File: config.mk
export PLATFORM = sky130hd
export DESIGN_NAME = board_bus
export DESIGN_NICKNAME = d
export VERILOG_FILES = /design/src/source/qla_pkg.sv /design/src/source/timestamp_counter.sv /design/src/source/rt_block_writer.sv /design/src/source/sample_sequencer.sv /design/src/source/axis_regs.sv /design/src/source/board_bus.sv
export VERILOG_INCLUDE_DIRS = /design/src /design/src/source
export SDC_FILE = /design/constraint.sdc
export NUM_CORES = 1
export LEC_CHECK = 0
export ABC_CLOCK_PERIOD_IN_PS = 6200
export BUFFER_PORTS_ARGS = -buffer_cell sky130_fd_sc_hd__buf_2
export CAP_MARGIN = 20
export CORE_AREA = 2 2 288 319
export CTS_CLUSTER_DIAMETER = 80
export DETAILED_ROUTE_END_ITERATION = 12
export DIE_AREA = 0 0 290 321
export SLEW_MARGIN = 20
export SYNTH_ARGS = -nofsm -noshare
export SYNTH_HDL_FRONTEND = slang
export SYNTH_SLANG_ARGS = --single-unit
File: constraint.sdc
create_clock -name sysclk -period 6.2 [get_ports sysclk]
set_clock_uncertainty 0.05 [all_clocks]
set_input_delay 0.31 -clock sysclk [delete_from_list [all_inputs] [get_ports sysclk]]
set_output_delay 0.31 -clock sysclk [all_outputs]
set_load 0.01 [all_outputs]
File: src/source/qla_params.svh
// board register bus constants
// address spaces, channel offsets, safety and sampling settings
`ifndef QLA_PARAMS_SVH
`define QLA_PARAMS_SVH

// ---------------------------------------------------------------------------
// address spaces, addr[15:12]
`define ADDR_MAIN       4'h0    // channel registers
`define ADDR_SAMPLE     4'h9    // sampled block-read buffer

// channel offsets, addr[3:0]
`define OFF_STATUS      4'd0    // chan 0 only: disables / clear mask
`define OFF_ADC_DATA    4'd0    // feedback high half, command low half
`define OFF_DAC_CTRL    4'd1    // command readback in low half

// ---------------------------------------------------------------------------
`define NUM_AXES        4
`define SAFETY_MARGIN   16'h0400    // added to 2x command
`define SAFETY_HOLD     4           // exceeding cycles before latch

`define SAMPLE_WORDS    6           // burst length, buffer entries
`define RT_LAST_ADDR    3'd4        // real-time quadlet that carries the mask

`endif

File: src/source/qla_pkg.sv
// shared bus types for the board register bus
// address union plus write-bus and real-time write structs
`default_nettype none

`include "qla_params.svh"

package qla_pkg;

    // main register view of a bus address
    typedef struct packed {
        logic [3:0] space;
        logic [3:0] unused;     // always zero from hosts
        logic [3:0] chan;       // 0 board, 1..4 axes
        logic [3:0] offset;
    } reg_main_t;

    // memory view, for buffer spaces
    typedef struct packed {
        logic [3:0]  space;
        logic [11:0] index;
    } reg_mem_t;

    typedef union packed {
        reg_main_t main;
        reg_mem_t  mem;
    } reg_addr_u;

    // register write bus, 49 bits
    typedef struct packed {
        logic      wen;         // single-cycle strobe
        reg_addr_u waddr;
        logic [31:0] wdata;
    } wr_bus_t;

    // real-time block write quadlet, 36 bits
    typedef struct packed {
        logic        wen;
        logic [2:0]  waddr;     // 0..3 commands, 4 mask
        logic [31:0] wdata;
    } rt_wr_t;

    typedef logic [`NUM_AXES-1:0][15:0] axis_word_t;   // one word per axis

endpackage

`default_nettype wire

File: src/source/timestamp_counter.sv
// timestamp counter
// cycles since reset or since the last accepted sample start
`timescale 1ns/1ps
`default_nettype none

module timestamp_counter (
    input  wire logic        sysclk,
    input  wire logic        reset,
    input  wire logic        restart,   // accepted sample start
    output logic [31:0]      count
);

    // count holds the delta in the restart cycle, then starts again at 1
    always_ff @(posedge sysclk) begin
        if (reset)
            count <= 32'd0;
        else if (restart)
            count <= 32'd1;
        else
            count <= count + 32'd1;    // wraps, never saturates
    end

endmodule

`default_nettype wire

File: src/source/rt_block_writer.sv
// real-time block writer
// stages four axis commands and a mask, then writes them out on the register bus
`timescale 1ns/1ps
`default_nettype none

`include "qla_params.svh"

module rt_block_writer (
    input  wire logic             sysclk,
    input  wire logic             reset,
    input  wire qla_pkg::rt_wr_t  rt_wr,
    output logic                  bw_active,
    output qla_pkg::wr_bus_t      bw_wr
);

    typedef enum logic {
        ST_IDLE,
        ST_WRITE
    } state_t;

    state_t      state;
    logic [1:0]  axis_idx;                  // current axis during write-out
    logic [3:0]  mask;                      // which axes get written
    logic [15:0] cmd_stage [`NUM_AXES];     // staged commands, payload only

    // -----------------------------------------------------------------------
    // staging and write-out sequencing
    always_ff @(posedge sysclk) begin
        if (reset) begin
            state    <= ST_IDLE;
            axis_idx <= 2'd0;
            mask     <= 4'd0;
        end else begin
            case (state)
                ST_IDLE: begin
                    if (rt_wr.wen && rt_wr.waddr == `RT_LAST_ADDR) begin
                        mask     <= rt_wr.wdata[3:0];
                        axis_idx <= 2'd0;
                        state    <= ST_WRITE;       // burst starts next cycle
                    end
                end
                ST_WRITE: begin
                    axis_idx <= axis_idx + 2'd1;
                    if (axis_idx == 2'd3)
                        state <= ST_IDLE;           // 4 cycles, back to idle
                end
                default: state <= ST_IDLE;
            endcase
        end
    end

    // command quadlets 0..3 only accepted while idle
    always_ff @(posedge sysclk) begin
        if (state == ST_IDLE && rt_wr.wen && !rt_wr.waddr[2])
            cmd_stage[rt_wr.waddr[1:0]] <= rt_wr.wdata[15:0];
    end

    // -----------------------------------------------------------------------
    // bus drive, plain register write to the axis DAC offset
    assign bw_active = (state == ST_WRITE);

    always_comb begin
        bw_wr                    = '0;
        bw_wr.wen                = bw_active & mask[axis_idx];   // skip unmasked axes
        bw_wr.waddr.main.space   = `ADDR_MAIN;
        bw_wr.waddr.main.chan    = {2'b00, axis_idx} + 4'd1;     // axis 1..4
        bw_wr.waddr.main.offset  = `OFF_DAC_CTRL;
        bw_wr.wdata              = {16'd0, cmd_stage[axis_idx]};
    end

    // -----------------------------------------------------------------------
    // host side must hold off real-time writes during the burst
    a_no_rt_wr_in_burst: assert property (
        @(posedge sysclk) disable iff (reset)
        bw_active |-> !rt_wr.wen
    ) else $error("real-time write during block write-out");

endmodule

`default_nettype wire

File: src/source/sample_sequencer.sv
// sample sequencer for block reads
// takes the read bus for a fixed burst and copies timestamp, axis data and status
`timescale 1ns/1ps
`default_nettype none

`include "qla_params.svh"

module sample_sequencer (
    input  wire logic               sysclk,
    input  wire logic               reset,
    input  wire logic               sample_start,
    output logic                    sample_busy,
    output qla_pkg::reg_addr_u      sample_raddr,
    input  wire logic [31:0]        reg_rdata,      // combinational read data
    input  wire logic [4:0]         buf_index,
    output logic [31:0]             buf_rdata
);

    logic        start_ok;                      // start accepted this cycle
    logic [2:0]  step;                          // burst position
    logic [31:0] ts_count;
    logic [31:0] ts_hold;                       // delta taken at start
    logic [31:0] sbuf [`SAMPLE_WORDS];
    logic [3:0]  step_chan;

    assign start_ok = sample_start & ~sample_busy;

    timestamp_counter u_timestamp_counter (
        .sysclk  (sysclk),
        .reset   (reset),
        .restart (start_ok),
        .count   (ts_count)
    );

    // -----------------------------------------------------------------------
    // busy window and step counter
    always_ff @(posedge sysclk) begin
        if (reset) begin
            sample_busy <= 1'b0;
            step        <= 3'd0;
        end else if (start_ok) begin
            sample_busy <= 1'b1;
            step        <= 3'd0;
        end else if (sample_busy) begin
            step <= step + 3'd1;
            if (step == 3'(`SAMPLE_WORDS - 1))
                sample_busy <= 1'b0;            // last word this cycle
        end
    end

    always_ff @(posedge sysclk) begin
        if (start_ok)
            ts_hold <= ts_count;
    end

    // steps 1..4 read the axes, everything else reads board status
    assign step_chan = (step >= 3'd1 && step <= 3'(`NUM_AXES)) ? {1'b0, step} : 4'd0;

    always_comb begin
        sample_raddr             = '0;
        sample_raddr.main.space  = `ADDR_MAIN;
        sample_raddr.main.chan   = step_chan;
        sample_raddr.main.offset = `OFF_ADC_DATA;   // same code as status on chan 0
    end

    // -----------------------------------------------------------------------
    // sample buffer
    always_ff @(posedge sysclk) begin
        if (reset) begin
            for (int i = 0; i < `SAMPLE_WORDS; i++)
                sbuf[i] <= 32'd0;
        end else if (sample_busy) begin
            sbuf[step] <= (step == 3'd0) ? ts_hold : reg_rdata;   // entry 0 is the timestamp
        end
    end

    // unused entries read as zero
    assign buf_rdata = (buf_index < 5'(`SAMPLE_WORDS)) ? sbuf[buf_index[2:0]] : 32'd0;

    a_busy_length: assert property (
        @(posedge sysclk) disable iff (reset)
        $rose(sample_busy) |-> ##(`SAMPLE_WORDS) !sample_busy
    ) else $error("sample burst longer than SAMPLE_WORDS");

endmodule

`default_nettype wire

File: src/source/axis_regs.sv
// axis channel registers
// DAC commands, registered feedback, safety latches and main-space reads
`timescale 1ns/1ps
`default_nettype none

`include "qla_params.svh"

module axis_regs (
    input  wire logic                sysclk,
    input  wire logic                reset,
    input  wire qla_pkg::wr_bus_t    wr,
    input  wire qla_pkg::reg_addr_u  raddr,
    output logic [31:0]              rdata,
    input  wire qla_pkg::axis_word_t cur_fb,
    output qla_pkg::axis_word_t      cur_cmd,
    output logic [3:0]               amp_disable
);

    localparam int HOLD_W = $clog2(`SAFETY_HOLD + 1);

    qla_pkg::axis_word_t fb_q;                  // feedback, one cycle late
    logic [HOLD_W-1:0]   exceed_cnt [`NUM_AXES];
    logic [3:0]          exceed;
    logic [3:0]          dis_set;
    logic [3:0]          dis_clr;
    logic                wr_main;
    logic [1:0]          wr_axis;
    logic                wr_axis_ok;
    logic [1:0]          rd_axis;
    logic                rd_axis_ok;

    // -----------------------------------------------------------------------
    // write decode
    assign wr_main    = wr.wen && (wr.waddr.main.space == `ADDR_MAIN);
    assign wr_axis    = 2'(wr.waddr.main.chan - 4'd1);
    assign wr_axis_ok = (wr.waddr.main.chan >= 4'd1) &&
                        (wr.waddr.main.chan <= 4'(`NUM_AXES));

    // status write on chan 0 clears by bit mask
    assign dis_clr = (wr_main && wr.waddr.main.chan == 4'd0 &&
                      wr.waddr.main.offset == `OFF_STATUS) ? wr.wdata[3:0] : 4'd0;

    always_ff @(posedge sysclk) begin
        if (reset)
            cur_cmd <= '0;
        else if (wr_main && wr_axis_ok && wr.waddr.main.offset == `OFF_DAC_CTRL)
            cur_cmd[wr_axis] <= wr.wdata[15:0];
    end

    always_ff @(posedge sysclk) begin
        fb_q <= cur_fb;
    end

    // -----------------------------------------------------------------------
    // safety check, fb > 2*cmd + margin, unsigned
    always_comb begin
        for (int a = 0; a < `NUM_AXES; a++) begin
            exceed[a]  = {2'b00, fb_q[a]} > ({1'b0, cur_cmd[a], 1'b0} + {2'b00, `SAFETY_MARGIN});
            dis_set[a] = exceed[a] && (exceed_cnt[a] == HOLD_W'(`SAFETY_HOLD - 1));
        end
    end

    always_ff @(posedge sysclk) begin
        if (reset) begin
            for (int a = 0; a < `NUM_AXES; a++)
                exceed_cnt[a] <= '0;
            amp_disable <= 4'd0;
        end else begin
            for (int a = 0; a < `NUM_AXES; a++) begin
                if (!exceed[a])
                    exceed_cnt[a] <= '0;                // run broken
                else if (!dis_set[a])
                    exceed_cnt[a] <= exceed_cnt[a] + 1'b1;
                if (dis_clr[a])
                    amp_disable[a] <= 1'b0;             // clear wins
                else if (dis_set[a])
                    amp_disable[a] <= 1'b1;
            end
        end
    end

    // -----------------------------------------------------------------------
    // main-space read mux
    assign rd_axis    = 2'(raddr.main.chan - 4'd1);
    assign rd_axis_ok = (raddr.main.chan >= 4'd1) && (raddr.main.chan <= 4'(`NUM_AXES));

    always_comb begin
        rdata = 32'd0;                                  // unused offsets
        if (raddr.main.chan == 4'd0) begin
            if (raddr.main.offset == `OFF_STATUS)
                rdata = {28'd0, amp_disable};
        end else if (rd_axis_ok) begin
            if (raddr.main.offset == `OFF_ADC_DATA)
                rdata = {fb_q[rd_axis], cur_cmd[rd_axis]};
            else if (raddr.main.offset == `OFF_DAC_CTRL)
                rdata = {16'd0, cur_cmd[rd_axis]};
        end
    end

    // a quiet cycle means no latch before a full run of exceeding cycles
    for (genvar a = 0; a < `NUM_AXES; a++) begin : g_hold_check
        a_hold_before_set: assert property (
            @(posedge sysclk) disable iff (reset)
            (!exceed[a] && !amp_disable[a]) |-> ##(`SAFETY_HOLD) !amp_disable[a]
        ) else $error("amp disable set before a full hold run");
    end

endmodule

`default_nettype wire

File: src/source/board_bus.sv
// board register bus, top level
// write arbitration, read-address override and read decode by space
`timescale 1ns/1ps
`default_nettype none

`include "qla_params.svh"

module board_bus (
    input  wire logic                sysclk,
    input  wire logic                reset,
    input  wire qla_pkg::wr_bus_t    fw_wr,
    input  wire qla_pkg::wr_bus_t    eth_wr,
    input  wire logic                eth_write_en,  // ethernet owns write bus
    input  wire qla_pkg::reg_addr_u  fw_raddr,
    input  wire qla_pkg::reg_addr_u  eth_raddr,
    input  wire logic                eth_read_en,   // ethernet owns read address
    input  wire qla_pkg::rt_wr_t     rt_wr,
    input  wire logic                sample_start,
    input  wire qla_pkg::axis_word_t cur_fb,
    output logic [31:0]              reg_rdata,
    output logic                     sample_busy,
    output qla_pkg::axis_word_t      cur_cmd,
    output logic [3:0]               amp_disable
);

    qla_pkg::wr_bus_t   bw_wr;          // from real-time writer
    qla_pkg::wr_bus_t   reg_wr;         // arbitrated write bus
    qla_pkg::reg_addr_u sample_raddr;
    qla_pkg::reg_addr_u reg_raddr;      // selected read address
    logic               bw_active;
    logic [31:0]        main_rdata;
    logic [31:0]        sample_rdata;

    // ---------------------------------------------------------------------------
    // bus ownership, rt writer > ethernet > firewire for writes
    always_comb begin
        if (bw_active)
            reg_wr = bw_wr;
        else if (eth_write_en)
            reg_wr = eth_wr;
        else
            reg_wr = fw_wr;
    end

    // sampler > ethernet > firewire for reads
    assign reg_raddr = sample_busy ? sample_raddr :
                       eth_read_en ? eth_raddr    :
                       fw_raddr;

    // read data by space, same cycle as address
    always_comb begin
        case (reg_raddr.main.space)
            `ADDR_MAIN:   reg_rdata = main_rdata;
            `ADDR_SAMPLE: reg_rdata = sample_rdata;
            default:      reg_rdata = 32'd0;
        endcase
    end

    // ---------------------------------------------------------------------------
    rt_block_writer u_rt_block_writer (
        .sysclk    (sysclk),
        .reset     (reset),
        .rt_wr     (rt_wr),
        .bw_active (bw_active),
        .bw_wr     (bw_wr)
    );

    sample_sequencer u_sample_sequencer (
        .sysclk       (sysclk),
        .reset        (reset),
        .sample_start (sample_start),
        .sample_busy  (sample_busy),
        .sample_raddr (sample_raddr),
        .reg_rdata    (reg_rdata),
        .buf_index    (reg_raddr.mem.index[4:0]),   // memory view
        .buf_rdata    (sample_rdata)
    );

    axis_regs u_axis_regs (
        .sysclk      (sysclk),
        .reset       (reset),
        .wr          (reg_wr),
        .raddr       (reg_raddr),
        .rdata       (main_rdata),
        .cur_fb      (cur_fb),
        .cur_cmd     (cur_cmd),
        .amp_disable (amp_disable)
    );

endmodule

`default_nettype wire

==> metrics.yaml <==
run_status:
  status: "completed"
clock_network:
  cts_max_level: 2
  cts-root-buf: "clkbuf_16"
  cts.repair.resized: 0
  max-clock-path-buffers: 3
  cts_tree: "done"
  cts_sinks: 477
  cts_setup_buffers: 0
  clk_latency_ns: 0.62
  clk_pin_slew_ns: 0.06
  cts_buffers: 55
global_routing:
  met1_usage: 0.210
  grt-ovfl-total: 0
  grtUsageTotal: 0.160
  antenna_found_initial: 4
  grt_max_degree: 71
  use_met3: 0.0357
  grt_pass1_vias: 16337
  busiest_layer: "met2"
  grt_pass1_wl_mm: 112
  grt_use_met2: 0.265
worst_setup_path:
  critPathCaptureType: "primary output"
  r2r-start: "u_sample_sequencer.step[0]$_SDFFE_PP0P_"
  reg2reg_depth: 12
  critical-path-max-stage-delay_ns: 0.97
  r2r_setup_slack_ns: 1.49
  crit_type: "reg2out"
  crit_chain: "inv_1 -> ha_1 -> nor2b_1 -> o22ai_2 -> inv_2 -> ha_1 -> nor2b_1 -> or2_2 -> o2bb2ai_2 -> o2111a_2 -> a22o_1 -> buf_2"
  required_ns: 5.84
  slowest_stage: "o2111a_2"
  crit_arrival_ns: 5.00
  cpLargestDelayFamily: "compound AO/OA/AOI/OAI gates"
  cp-start-kind: "flip-flop"
  path_depth: 12
  cp_num_buf_inv: 3
  reg2reg_to: "u_sample_sequencer.sbuf[1][17]$_SDFFCE_PN0P_"
  path_max_fanout: 32
synthesis:
  synth-seq-cells: 477
  synth_compound_area_frac: 0.118
  ys_types: 78
  synth_nets: 2224
  synth_xor_area_frac: 0.0180
  synthFlopType: "edfxtp_1"
  yosysWarnings: 0
  postSynth.asyncResetShare: 0
  synth_edf_count: 300
  netlist_area_sq_mm: 0.0223
  synth_area_per_cell_sq_um: 11.7
  yosysSeqAreaShare: 0.562
  synth_fa_ha_area_frac: 0.0448
  synth_top_family_by_area: "simple AND/OR/NAND/NOR gates"
  synth-simple-area-share: 0.154
  synthMuxAreaShare: 0.0702
  netlist_instances: 1909
floorplan:
  die_h_um: 321
  num_rows: 116
  pin_count: 336
  core_sq_mm: 0.0901
  die_x_um: 290
  die-area_sq_mm: 0.0931
  start_util: 0.248
sta:
  hold_violations: 0
  setup_violations: 0
  worst_pin_slew_ns: 1.15
  fin_crit_ns: 5.36
  final.period_utilization: 0.865
  worst_slack_ns: 0.839
  rsz0062_at_grt: "no"
  tns_ns: 0
  slew_headroom: 0.223
  report.final.slew_viol_count: 0
  max_freq_mhz: 187
power_and_ir_drop:
  p_total_uw: 7750
  p_leak_uw: 0.0104
  ir_worst_vdd_v: 0.000196
  power.density_mw_per_mm2: 280
route:
  avgRoutedWirePerCell_um: 21.9
  drtIter0Drc: 1466
  wirelength_mm: 76.1
  first_pass_iters: 6
  via_per_inst: 4.90
  drc: 0
  ant_nets: 0
  num_vias: 16995
cells_and_area:
  syn2layout_area_growth_pct: 24.2
  nFillCells: 9126
  finalNetCount: 2559
  layout-drive-gt1-share: 0.223
  final_common_cell: "edfxtp_1"
  antennaDiodeCount: 0
  final_cell_mix: "edfxtp_1 (300), buf_2 (271), nor2_1 (177), dfxtp_1 (176), nand2_1 (144)"
  stdcell_count: 3471
  final_util: 0.308
min_path:
  whs_endpoint: "u_rt_block_writer.axis_idx[0]$_SDFFE_PP0N_"
  worstHoldStart: "rt_wr[34]"
  hold_path_depth: 4
  hold_class: "in2reg"
placed_design:
  hpwl_mm: 54.0
  place_ws_ns: 1.47
  numPortBuffers: 271
  gp_congestion: 0.864
  dp_cells: 3286
run:
  drv_cap: 0
==> power breakdown <==
| part | total [uW] | internal [uW] | switching [uW] |
|---|---|---|---|
| sequential | 3540 | 3490 | 56.8 |
| combinational | 810 | 292 | 518 |
| clock | 3400 | 2060 | 1350 |
==> what timing repair did <==
item | 4_1_cts | 5_1_grt
hold buffers | 81 | 0
endpoints found under the setup margin | 0 | 0
endpoints found under the hold margin | 134 | 0
==> synth_stat cells, types with 14 or more instances <==
cell type | count | area share
a21o_1 | 16 | 0.0054
nor2b_1 | 29 | 0.0081
nor3_1 | 94 | 0.021
dfxtp_1 | 177 | 0.16
nand2_1 | 146 | 0.025
xnor2_1 | 14 | 0.0055
xor2_1 | 32 | 0.013
nand2b_1 | 25 | 0.0070
nand3b_1 | 52 | 0.017
nand3_1 | 73 | 0.016
mux4_2 | 49 | 0.049
o22ai_1 | 29 | 0.0081
clkbuf_1 | 75 | 0.013
nand4_1 | 14 | 0.0039
o21ai_0 | 76 | 0.017
nor2_1 | 180 | 0.030
a22o_1 | 16 | 0.0063
inv_1 | 59 | 0.0099
ha_1 | 80 | 0.045
mux2i_1 | 43 | 0.019
buf_2 | 20 | 0.0045
edfxtp_1 | 300 | 0.40
a221oi_1 | 32 | 0.013
a21oi_1 | 53 | 0.012
o21a_1 | 14 | 0.0047
a31oi_1 | 14 | 0.0039
nor3b_1 | 18 | 0.0061
==> worst max path at each step <==
stage                                                   end                                 startpoint
3_5_place_dp                                  reg_rdata[31]    u_sample_sequencer.step[0]$_SDFFE_PP0P_
4_1_cts                                       reg_rdata[31]    u_sample_sequencer.step[0]$_SDFFE_PP0P_
3_3_place_gp                                  reg_rdata[31]    u_sample_sequencer.step[0]$_SDFFE_PP0P_
6_report                                      reg_rdata[31]    u_sample_sequencer.step[0]$_SDFFE_PP0P_
2_1_floorplan  u_sample_sequencer.sbuf[0][30]$_SDFFCE_PN0P_  u_sample_sequencer.sample_busy$_SDFF_PP0_
5_1_grt                                       reg_rdata[31]    u_sample_sequencer.step[0]$_SDFFE_PP0P_
==> tightest hold or removal path, cell delays in order <==
cell and delay, ns:
buf_2 0.10, nand3_1 0.11, nand3b_1 0.11, a21oi_1 0.07
==> cell type report <==
class,count,area [sq um],share of cell area
Multi-Input combinational cell,1260,9110,0.329
Clock inverter,22,299,0.0108
Timing Repair Buffer,390,2450,0.0884
Tap cell,1180,1480,0.0532
Inverter,60,225,0.00812
Sequential cell,477,12600,0.453
Clock buffer,82,1610,0.0581
==> cell families (layout without fill, tap and decap cells) <==
kind of cell               count (synthesis)  count (layout)
DFF                                      477             477
and+or+nand+nor                          690             690
buffers and inverters                    172             554
adders and majority gates                 80              80
xor gates and xnor gates                  46              46
muxes                                     95              95
AOI/OAI and AO/OA                        349             349
==> registers in the layout (all words and copies together) (netlist names), 4 cells and up, named ones only <==
register,cells
u_sample_sequencer.ts_hold,32
u_axis_regs.cur_cmd,64
u_axis_regs.amp_disable,4
u_sample_sequencer.u_timestamp_counter.count,32
u_sample_sequencer.sbuf,192
u_axis_regs.exceed_cnt,12
u_axis_regs.fb_q,64
u_rt_block_writer.mask,4
u_rt_block_writer.cmd_stage,64
==> metal layers <==
layer  up-vias  wire [um]
met5         -         46
met1      8345      32300
met3       110       6070
met2       670      35700
li1       7864          -
met4         6       1990
==> metrics by stage <==
| step | instance area, sq um | hold slack, ns |
|---|---|---|
| 2_1_floorplan | 22300 | 0.288 |
| 5_1_grt | 27700 | 0.112 |
| 3_5_place_dp | 25000 | 0.364 |
| 4_1_cts | 27700 | 0.0895 |
| 3_3_place_gp | 25000 | 0.364 |
| 6_report | 27700 | 0.116 |
(Power assumes the default switching activity.)
